### src/source/fp_add_pkg.sv
// fp_add_pkg holds the float format widths, the opcode and the pipeline stage structs.
package fp_add_pkg;

    localparam int EXP_W  = 8;                   // biased exponent bits.
    localparam int FRAC_W = 23;                  // stored fraction bits.
    localparam int SIG_W  = 27;                  // hidden + fraction + guard/round/sticky.

    localparam logic [EXP_W-1:0] EXP_MAX = 8'hff; // all ones, infinity exponent.

    typedef enum logic {
        OP_ADD = 1'b0,                           // a + b.
        OP_SUB = 1'b1                            // a - b.
    } fp_op_e;

    // stage 1 to stage 2.
    typedef struct packed {
        logic             valid;                 // op present.
        logic             sign;                  // sign of larger operand.
        logic             eff_sub;               // signs differ after op.
        logic [EXP_W-1:0] exp;                   // larger exponent, denormal as 1.
        logic [SIG_W-1:0] sig_big;               // larger significand.
        logic [SIG_W-1:0] sig_small;             // shifted smaller significand.
    } aligned_t;

    // stage 2 to stage 3.
    typedef struct packed {
        logic             valid;
        logic             sign;
        logic [EXP_W-1:0] exp;                   // not yet adjusted.
        logic [SIG_W-1:0] sig;                   // raw sum or difference.
        logic             carryout;              // carry out of bit 26.
    } sum_t;

    // stage 3 to stage 4.
    typedef struct packed {
        logic             valid;
        logic             sign;
        logic [EXP_W-1:0] exp;                   // 0 means denormal or zero.
        logic [SIG_W-1:0] sig;                   // hidden bit at 26 when normal.
    } norm_t;

endpackage

### src/source/find_first_1.sv
// find_first_1 is a priority encoder giving the position of the highest set bit.
module find_first_1 #(
    parameter int WIDTH = 32                    // input vector width.
) (
    input  logic [WIDTH-1:0] vec,
    output logic [15:0]      index
);

    // scan upward so the highest one wins.
    // all zeros leaves index at 0.
    always_comb begin
        index = 16'd0;
        for (int i = 0; i < WIDTH; i++) begin
            if (vec[i]) begin
                index = 16'(i);                 // later hits override.
            end
        end
    end

endmodule

### src/source/fp_adder.sv
// fp_adder is a four stage single precision add and subtract pipeline.
module fp_adder (
    input  logic               clk,
    input  logic               rst,
    input  logic               in_valid,        // one strobe per operation.
    input  logic [31:0]        a,
    input  logic [31:0]        b,
    input  fp_add_pkg::fp_op_e op,
    output logic               out_valid,       // four cycles after in_valid.
    output logic [31:0]        result
);

    fp_add_pkg::aligned_t aligned;               // stage 1 out.
    fp_add_pkg::sum_t     sum;                   // stage 2 out.
    fp_add_pkg::norm_t    norm;                  // stage 3 out.

    fp_align u_align (
        .clk      (clk),
        .rst      (rst),
        .in_valid (in_valid),
        .a        (a),
        .b        (b),
        .op       (op),
        .aligned  (aligned)
    );

    fp_sig_add u_sig_add (
        .clk     (clk),
        .rst     (rst),
        .aligned (aligned),
        .sum     (sum)
    );

    normalize u_normalize (
        .clk  (clk),
        .rst  (rst),
        .sum  (sum),
        .norm (norm)
    );

    fp_round_pack u_round_pack (
        .clk       (clk),
        .rst       (rst),
        .norm      (norm),
        .out_valid (out_valid),
        .result    (result)
    );

endmodule

### src/source/fp_align.sv
// fp_align unpacks both operands, orders them by magnitude and aligns the smaller significand.
module fp_align (
    input  logic                 clk,
    input  logic                 rst,
    input  logic                 in_valid,
    input  logic [31:0]          a,
    input  logic [31:0]          b,
    input  fp_add_pkg::fp_op_e   op,
    output fp_add_pkg::aligned_t aligned
);

    logic                              sign_a;
    logic                              sign_b;
    logic [fp_add_pkg::EXP_W-1:0]      exp_a;
    logic [fp_add_pkg::EXP_W-1:0]      exp_b;
    logic [fp_add_pkg::SIG_W-1:0]      sig_a;
    logic [fp_add_pkg::SIG_W-1:0]      sig_b;
    logic                              a_ge_b;
    logic [fp_add_pkg::EXP_W-1:0]      exp_small;
    logic [fp_add_pkg::SIG_W-1:0]      sig_small_raw;
    logic [fp_add_pkg::EXP_W-1:0]      diff;
    logic [fp_add_pkg::SIG_W-1:0]      lost_mask;
    logic [fp_add_pkg::SIG_W-1:0]      sig_shifted;
    fp_add_pkg::aligned_t              aligned_d;

    // unpack both operands.
    always_comb begin
        sign_a = a[31];
        sign_b = b[31] ^ (op == fp_add_pkg::OP_SUB);                 // subtract flips b.
        exp_a  = a[fp_add_pkg::FRAC_W +: fp_add_pkg::EXP_W];
        exp_b  = b[fp_add_pkg::FRAC_W +: fp_add_pkg::EXP_W];
        sig_a  = {(exp_a != '0), a[fp_add_pkg::FRAC_W-1:0], 3'b000}; // hidden bit set if normal.
        sig_b  = {(exp_b != '0), b[fp_add_pkg::FRAC_W-1:0], 3'b000};
        if (exp_a == '0) begin
            exp_a = 8'd1;                                            // denormal scale is 2^-126.
        end
        if (exp_b == '0) begin
            exp_b = 8'd1;
        end
    end

    // order by magnitude and align.
    always_comb begin
        a_ge_b = {exp_a, sig_a} >= {exp_b, sig_b};                   // exponent first then sig.

        aligned_d.valid   = in_valid;
        aligned_d.eff_sub = sign_a ^ sign_b;
        aligned_d.sign    = a_ge_b ? sign_a : sign_b;
        aligned_d.exp     = a_ge_b ? exp_a : exp_b;
        aligned_d.sig_big = a_ge_b ? sig_a : sig_b;
        exp_small         = a_ge_b ? exp_b : exp_a;
        sig_small_raw     = a_ge_b ? sig_b : sig_a;

        diff      = aligned_d.exp - exp_small;                       // never negative.
        lost_mask = ~({fp_add_pkg::SIG_W{1'b1}} << diff);            // bits that fall off.

        if (diff >= 8'(fp_add_pkg::SIG_W)) begin
            sig_shifted    = '0;                                     // only sticky survives.
            sig_shifted[0] = |sig_small_raw;
        end else begin
            sig_shifted    = sig_small_raw >> diff;
            sig_shifted[0] = sig_shifted[0] | (|(sig_small_raw & lost_mask));
        end
        aligned_d.sig_small = sig_shifted;
    end

    always_ff @(posedge clk) begin
        aligned <= aligned_d;
        if (rst) begin
            aligned.valid <= 1'b0;                                   // flush stage.
        end
    end

    // larger operand stays larger after the shift, so stage 2 never borrows.
    big_not_smaller_a : assert property (
        @(posedge clk) disable iff (rst)
        aligned.valid |-> (aligned.sig_big >= aligned.sig_small)
    );

endmodule

### src/source/fp_round_pack.sv
// fp_round_pack rounds to nearest even and packs the single precision result.
module fp_round_pack (
    input  logic              clk,
    input  logic              rst,
    input  fp_add_pkg::norm_t norm,
    output logic              out_valid,
    output logic [31:0]       result
);

    logic                          round_up;
    logic [fp_add_pkg::FRAC_W+1:0] rounded;     // carry, hidden, fraction.
    logic [fp_add_pkg::EXP_W-1:0]  exp_r;
    logic [fp_add_pkg::FRAC_W-1:0] frac_r;
    logic [31:0]                   result_d;

    always_comb begin
        // guard set and anything else set, or a tie on an odd lsb.
        round_up = norm.sig[2] & (norm.sig[1] | norm.sig[0] | norm.sig[3]);
        rounded  = {1'b0, norm.sig[fp_add_pkg::SIG_W-1:3]}
                 + {{(fp_add_pkg::FRAC_W + 1){1'b0}}, round_up};

        if (rounded[fp_add_pkg::FRAC_W+1]) begin
            exp_r  = norm.exp + 8'd1;                        // rounding wrapped to 2.0.
            frac_r = rounded[fp_add_pkg::FRAC_W:1];
        end else if ((norm.exp == '0) && rounded[fp_add_pkg::FRAC_W]) begin
            exp_r  = 8'd1;                                   // denormal grew into normal.
            frac_r = rounded[fp_add_pkg::FRAC_W-1:0];
        end else begin
            exp_r  = norm.exp;
            frac_r = rounded[fp_add_pkg::FRAC_W-1:0];
        end

        if (exp_r == fp_add_pkg::EXP_MAX) begin
            result_d = {norm.sign, fp_add_pkg::EXP_MAX, {fp_add_pkg::FRAC_W{1'b0}}}; // infinity.
        end else begin
            result_d = {norm.sign, exp_r, frac_r};
        end
    end

    always_ff @(posedge clk) begin
        if (rst) begin
            out_valid <= 1'b0;
        end else begin
            out_valid <= norm.valid;                         // one cycle strobe.
        end
    end

    always_ff @(posedge clk) begin
        result <= result_d;
    end

endmodule

### src/source/fp_sig_add.sv
// fp_sig_add adds or subtracts the aligned significands and keeps the carry out.
module fp_sig_add (
    input  logic                 clk,
    input  logic                 rst,
    input  fp_add_pkg::aligned_t aligned,
    output fp_add_pkg::sum_t     sum
);

    logic [fp_add_pkg::SIG_W:0] raw;                        // one extra bit for carry.
    fp_add_pkg::sum_t           sum_d;

    always_comb begin
        if (aligned.eff_sub) begin
            raw = {1'b0, aligned.sig_big} - {1'b0, aligned.sig_small};
        end else begin
            raw = {1'b0, aligned.sig_big} + {1'b0, aligned.sig_small};
        end

        sum_d.valid    = aligned.valid;
        sum_d.exp      = aligned.exp;
        sum_d.sig      = raw[fp_add_pkg::SIG_W-1:0];
        sum_d.carryout = raw[fp_add_pkg::SIG_W];

        // exact cancellation gives +0 under nearest even.
        if (aligned.eff_sub && (raw == '0)) begin
            sum_d.sign = 1'b0;
        end else begin
            sum_d.sign = aligned.sign;                      // -0 + -0 keeps minus.
        end
    end

    always_ff @(posedge clk) begin
        sum <= sum_d;
        if (rst) begin
            sum.valid <= 1'b0;
        end
    end

    // stage 1 ordering means a difference cannot carry.
    no_sub_carry_a : assert property (
        @(posedge clk) disable iff (rst)
        (aligned.valid && aligned.eff_sub) |=> !sum.carryout
    );

endmodule

### src/source/normalize.sv
// normalize shifts the sum so the hidden bit is set and builds denormals when it cannot.
module normalize (
    input  logic              clk,
    input  logic              rst,
    input  fp_add_pkg::sum_t  sum,
    output fp_add_pkg::norm_t norm
);

    logic [15:0]                  first_one;     // highest set bit of sum.
    logic [fp_add_pkg::EXP_W-1:0] lead_shift;    // shift to reach bit 26.
    logic [fp_add_pkg::EXP_W-1:0] max_shift;     // keeps exponent at 1 or above.
    logic [fp_add_pkg::EXP_W-1:0] shift;
    logic [fp_add_pkg::SIG_W-1:0] sig_shifted;
    fp_add_pkg::norm_t            norm_d;

    find_first_1 #(
        .WIDTH (fp_add_pkg::SIG_W)
    ) u_ff1 (
        .vec   (sum.sig),
        .index (first_one)
    );

    always_comb begin
        lead_shift  = 8'(16'(fp_add_pkg::SIG_W - 1) - first_one);
        max_shift   = sum.exp - 8'd1;            // stage 1 exponent is at least 1.
        shift       = (lead_shift > max_shift) ? max_shift : lead_shift;
        sig_shifted = sum.sig << shift;

        norm_d.valid = sum.valid;
        norm_d.sign  = sum.sign;

        if (sum.carryout) begin
            // carry lands at bit 26 and the low two bits fold into sticky.
            norm_d.sig = {1'b1, sum.sig[fp_add_pkg::SIG_W-1:2], sum.sig[1] | sum.sig[0]};
            norm_d.exp = sum.exp + 8'd1;
        end else if (sum.sig == '0) begin
            norm_d.sig = '0;                     // zero result.
            norm_d.exp = '0;
        end else if (lead_shift > max_shift) begin
            norm_d.sig = sig_shifted;            // capped shift leaves a denormal.
            norm_d.exp = '0;
        end else begin
            norm_d.sig = sig_shifted;
            norm_d.exp = sum.exp - shift;
        end
    end

    always_ff @(posedge clk) begin
        norm <= norm_d;
        if (rst) begin
            norm.valid <= 1'b0;
        end
    end

    // every nonzero exponent handed to rounding has its hidden bit.
    hidden_bit_a : assert property (
        @(posedge clk) disable iff (rst)
        sum.valid |=> ((norm.exp == '0) || norm.sig[fp_add_pkg::SIG_W-1])
    );

endmodule
### config.mk
export PLATFORM = sky130hd
export DESIGN_NAME = fp_adder
export DESIGN_NICKNAME = d
export VERILOG_FILES = /design/src/source/fp_add_pkg.sv /design/src/source/find_first_1.sv /design/src/source/fp_adder.sv /design/src/source/fp_align.sv /design/src/source/fp_round_pack.sv /design/src/source/fp_sig_add.sv /design/src/source/normalize.sv
export SDC_FILE = /design/constraint.sdc
export NUM_CORES = 1
export LEC_CHECK = 0
export BUFFER_PORTS_ARGS = -buffer_cell sky130_fd_sc_hd__buf_4
export CORE_MARGIN = 2
export CORE_UTILIZATION = 62
export DETAILED_ROUTE_END_ITERATION = 7
export GPL_TIMING_DRIVEN = 0
export PLACE_DENSITY_LB_ADDON = 0.3
export REMOVE_ABC_BUFFERS = 1
export SLEW_MARGIN = 20
export SYNTH_ARGS = -nofsm -noshare
export SYNTH_HDL_FRONTEND = slang
export SYNTH_SLANG_ARGS = --single-unit
export TNS_END_PERCENT = 5
### constraint.sdc
create_clock -name clk -period 7.9 [get_ports clk]
set_input_delay 1.58 -clock clk [delete_from_list [all_inputs] [get_ports clk]]
set_output_delay 1.58 -clock clk [all_outputs]
set_load 0.03 [all_outputs]
== Word-level counts from Yosys, hierarchy flattened ==
Index checks and enable logic that the tools add are counted.

* ROM bits: 0
* Bits in writable memories: 0
* Logic and storage cells: 98
* Bits in latches: 0
* Memories: 0
* Bits of input ports: 68
* Bits in registers: 173

* Divide/modulo/power cells: 0
* $lt $le $gt $ge: 3
* Shifts and indexed selects: 3
* Mux-type cells: 42
* Add/sub/neg operators: 9
* Reductions and logical operators: 11
* Equality and inequality tests: 1
* Multipliers: 0
* Bitwise gates (word level): 9

{| class="wikitable"
|+ Operators with widths
! operator !! number
|-
| 8-bit two-way mux || 31
|-
| 35-bit two-way mux || 3
|-
| 27-bit two-way mux || 2
|-
| 27-bit OR reduction || 2
|-
| 35-bit >= comparator || 1
|-
| 27-bit by 27-bit adder with 28-bit output || 1
|-
| 28-bit logical NOT || 1
|-
| 28-bit two-way mux || 1
|-
| 27-bit by 27-bit subtractor with 28-bit output || 1
|-
| 27-bit bitwise AND || 1
|-
| 27-bit logical NOT || 1
|-
| 27-bit NOT || 1
|-
| 27-bit by 8-bit left shift with 27-bit output || 1
|-
| 27-bit by 8-bit left shift with 27-bit output (first input constant) || 1
|-
| 27-bit by 8-bit >> shifter with 27-bit output || 1
|-
| 24-bit by 1-bit adder with 25-bit output || 1
|-
| 8-bit logical NOT || 3
|-
| 23-bit two-way mux || 1
|-
| 8-bit by 1-bit adder with 8-bit output (second input constant) || 2
|-
| 8-bit nonzero test || 2
|-
| 8-bit subtractor || 2
|-
| 8-bit equality test (second input constant) || 1
|-
| 8-bit by 5-bit >= comparator with 1-bit output (second input constant) || 1
|-
| 8-bit greater-than comparator || 1
|-
| other kinds (8) || 15
|}

== Depth between registers and ports, before layout ==
* Depth in word-level cells: 33
* Mapped depth: 33
* Mapped depth without buffers: 30

== Modules after synthesis ==
From an unflattened synthesis, not the netlist that was laid out.

* Cell total of the unflattened synthesis: 1,797
* Area, all modules: 14,396.3 µm²

{| class="wikitable"
|+ Modules (own cells, without submodules)
! module !! sequential area each (µm²) !! times used !! cells each !! area an instance (µm²)
|-
| fp_align || 1,241.2 || 1 || 660 || 5,256.3
|-
| normalize || 740.7 || 1 || 514 || 4,005.1
|-
| fp_sig_add || 760.7 || 1 || 364 || 2,999.1
|-
| fp_round_pack || 660.6 || 1 || 197 || 1,769.2
|-
| find_first_1 || 0.0 || 1 || 62 || 366.6
|}

== Worst setup path before layout ==
OpenSTA, ideal clock, no wires.

* Path kind: input to register
* Start: input b[24]
* End: register u_align.aligned[3] (netlist name)
* Path slack: 1,106 ps
* Library setup time: 59 ps
* Required time: 7,841 ps
* Buffers on the path: 6
* Cell stages on the path: 21
* Arrival: 6,736 ps
* Path through: or4_1 -> o41a_1 -> ha_1 -> inv_2 -> or4_1 -> o21ai_1 -> a21o_1 -> buf_2 -> buf_2 -> clkbuf_1 -> buf_1 -> nor2_1 -> a21oi_1 -> ha_1 -> inv_2 -> clkbuf_1 -> clkbuf_1 -> mux2i_1 -> nand2_1 -> a211oi_1 -> o21a_1

* Word-level cells in the longest chain between the ends: 6
* Elaborated cells on any way between the ends: 10
* Classes of those cells: add/sub: 1; order compare: 2; shift: 1; mux: 4; reduce/logical: 2

{| class="wikitable"
|+ RTL lines
! item !! line !! source
|-
| start: declaration || fp_adder.sv:7 || <nowiki>input logic [31:0] b,</nowiki>
|-
| 8-bit logical NOT || fp_align.sv:37 || <nowiki>if (exp_b == '0) begin</nowiki>
|-
| 8-bit two-way mux || fp_align.sv:37 ||
|-
| 35-bit >= comparator || fp_align.sv:44 || <nowiki>a_ge_b = {exp_a, sig_a} >= {exp_b, sig_b};</nowiki>
|-
| 8-bit two-way mux, on equally long branches || fp_align.sv:49, fp_align.sv:51 ||
|-
| 8-bit subtractor || fp_align.sv:54 || <nowiki>diff = aligned_d.exp - exp_small;</nowiki>
|-
| 27-bit by 8-bit >> shifter with 27-bit output or 8-bit by 5-bit >= comparator with 1-bit output (tied branches) || fp_align.sv:61, fp_align.sv:57 ||
|}

Parallel ways exist; a longest one is shown, timed or not.
A chain may end at the register's enable or synchronous reset.

==> flow_summary.ini <==
[run_status]
outcome = complete, no violations

[power]
p_per_area_nw_per_um2 = 421
power.internal_w = 0.00305
switchingPower_w = 0.00300
pwr-share-comb = 0.625
p_clk_frac = 0.136
vdd_drop_max_mv = 0.277
power_leakage_nw = 6.09
switching_share = 0.495
pwr-share-seq = 0.239

[floorplan]
die_x_um = 147
initial_core_util = 0.628
fp-row-count = 52
dieHeight_um = 147
core-area_um2 = 20200
dieArea_um2 = 21600
boundaryPins = 101

[logic_synthesis]
async_reset_ff_frac = 0
synthSimpleGateAreaFrac = 0.206
synth_area_per_cell_um2 = 7.93
yosysTopAreaCellShare = 0.269
yosysMostFrequentCell = dfxtp_1
synth_enable_flop_cells = 0
synth_top_area_cell = dfxtp_1
synth_compound_area_frac = 0.218
ys_types = 84
synth_common_cells = 170 x dfxtp_1, 163 x nand2_1, 140 x nor2_1
dominantRegCellSynth = dfxtp_1
synth_top_family_by_area = compound AO/OA/AOI/OAI gates
yosys_warnings = 0
postSynthCellCount = 1597
yosysSeqAreaShare = 0.269
synthAdderAreaFrac = 0.0786
syn_area_um2 = 12700
synth-xor-area-share = 0.0664
synth_area_leaders = dfxtp_1 27%, mux2i_1 8.9%, ha_1 7.7%
synthMuxAreaShare = 0.113
ys_ff_latch = 170

[clocking]
clk_pin_slew_worst_paths_ns = 0.07
clkLatencyLatePin_ns = 0.42
clock_path_buffers = 2
cts_setup_buffers = 0
cts-buffers-inserted = 17
cts_sinks = 170
clockRootBuffer = clkbuf_16
cts_hold_buf = 0
h-tree-depth = 4
cts_tree = done

[worst_setup_path]
worstPathCellList = buf_4 -> or4_1 -> o41a_1 -> ha_4 -> inv_2 -> or4_1 -> nor2_2 -> a21o_4 -> nor2_1 -> a21oi_1 -> ha_2 -> inv_4 -> nor2_1 -> nor2_1 -> o22ai_1 -> o21a_1 -> o41ai_1 -> a41oi_1
cp_data_arrival_time_ns = 7.87
end_kind = flop
cp-startpoint = b[24]
worst_setup_path_start_kind = input port
crit_top_cell = nor2_1
crit_fanout = 40
critPathRequiredTime_ns = 8.12
criticalPathCategory = in -> reg
cpPeakStageDelay_ns = 0.67
reg2reg_from = u_sig_add.sum[2]
slowest_stage = or4_1

[timing]
finalMaxSlewViolations = 0
setup_viol = 0
fin_worst_skew_ns = 0.00850
fmax_ghz = 0.131
layout_min_cycle_time_ns = 7.65
hold_viol_final = 0
slew-limit-headroom = 0.344
fin_crit_sh = 0.968
rsz0062_at_grt = no
tightestPinTransition_ns = 0.977

[final_layout]
multi_input_area_um2 = 8870
drive_above_1_share = 0.124
fill_cells = 1620
finalInstanceArea_um2 = 14400
final-instance-count-excl-fill = 1928
seq_area_um2 = 3410
syn2layout_area_growth_pct = 13.6
fin_nets = 1792
n_antenna_cell = 0

[grt]
antenna_found_initial = 0
grt.total_usage = 0.331
grt_start_max_net_pins = 41
grt_pass1_wl_mm = 58.3
grt_pass1_vias = 11700
overflow = 0

[place]
io_buffers = 100
place_inst = 1894
gp_congestion = 1.04
hpwl_mm = 27.7
placed_area_um2 = 13700

[routing]
routed_wl_mm = 36.6
drt_iter0_markers = 984
via_count = 12300
first_pass_iters = 6
detail_route.wl_per_cell_um = 19.0
ant_nets = 0
drc = 0
vias_per_cell = 6.40

[worst_hold_path]
worstHoldStart = u_align.aligned[59]
hold_class = reg -> reg

[run]
max-cap-violations = 0
[cell type report]
type	count	share of cell area
inverters	78	0.0205
flip-flops and latches	170	0.237
clock inverters	15	0.0123
clock buffers	17	0.0296
multi-input cells	1271	0.617
repair buffers	107	0.0610
well taps	270	0.0235
[routing by layer]
layer	GRT usage	routed length, um	vias up
met4	0.197	2360	0
met1	0.378	14000	5704
met5	0	0	-
li1	-	-	5929
met2	0.594	18200	573
met3	0.0404	2080	135
[sequential cells by signal, indices dropped and copies added, names as in the netlist]
| name | flops |
|---|---|
| u_normalize.norm | 37 |
| u_sig_add.sum | 38 |
| u_round_pack.result | 32 |
| u_round_pack.out_valid | 1 |
| u_align.aligned | 62 |
[worst max-delay path, delay by kind of cell]
kind                     cells  cell delay [ns]
adder cells (fa/ha/maj)      2             0.97
buffers and inverters        3             0.76
AO/OA/AOI/OAI                7             2.27
AND/OR/NAND/NOR              6             2.25
[timing repair]
item,4_1_cts,5_1_grt
cloned,1,1
gates resized for setup,4,8
setup endpoints to repair,27,14
pin swaps,0,1
[final timing paths]
check | endpoint | slack [ns] | cells after the start
min reg2reg | u_sig_add.sum[33] | 0.33 | 0
min | u_sig_add.sum[33] | 0.33 | 0
max reg2reg | u_normalize.norm[32] | 0.76 | 27
max | u_align.aligned[0] | 0.25 | 18
[placed cells by master, fill, tap and decap left out, drive strengths merged, types with 26 or more instances in the layout]
cell type  instances
ha                78
nand3             61
dfxtp            170
nor2             140
nand2            164
nor3              49
buf              107
xnor2             72
a21oi            106
o21a              26
o21ai             95
mux2i            113
inv               85
[stage by stage]
stage | util | setup TNS [ns] | power [W] | worst slack [ns] | hold WS [ns]
after floorplan | - | -48.45 | 0.00403 | -2.41 | 0.310
after global placement | 0.667 | -151.71 | 0.00503 | -4.96 | 0.310
after detailed placement | 0.679 | -19.17 | 0.00511 | -1.32 | 0.312
after CTS | 0.711 | 0 | 0.00596 | 0.0398 | 0.324
after global routing | 0.714 | 0 | 0.00642 | 0.0846 | 0.327
final | 0.714 | 0 | 0.00605 | 0.253 | 0.325
[cells by family (layout without fill, tap and decap cells)]
logic type | after synthesis | in the layout
AO/OA/AOI/OAI | 414 | 416
XOR/XNOR | 96 | 96
buffers and inverters | 159 | 217
adder cells (fa/ha/maj) | 79 | 79
multiplexers | 130 | 130
AND/OR/NAND/NOR | 548 | 548
flip-flops | 170 | 170
other | 1 | 2
[power by group through the flow]
stage / clock (W) / sequential (W) / combinational (W)
final: 0.000823 / 0.00145 / 0.00378
after global routing: 0.000869 / 0.00148 / 0.00408
after CTS: 0.000833 / 0.00144 / 0.00369
after detailed placement: 0 / 0.00146 / 0.00365
after global placement: 0 / 0.00145 / 0.00358
after floorplan: 0 / 0.00152 / 0.00251
(Power assumes the default switching activity.)
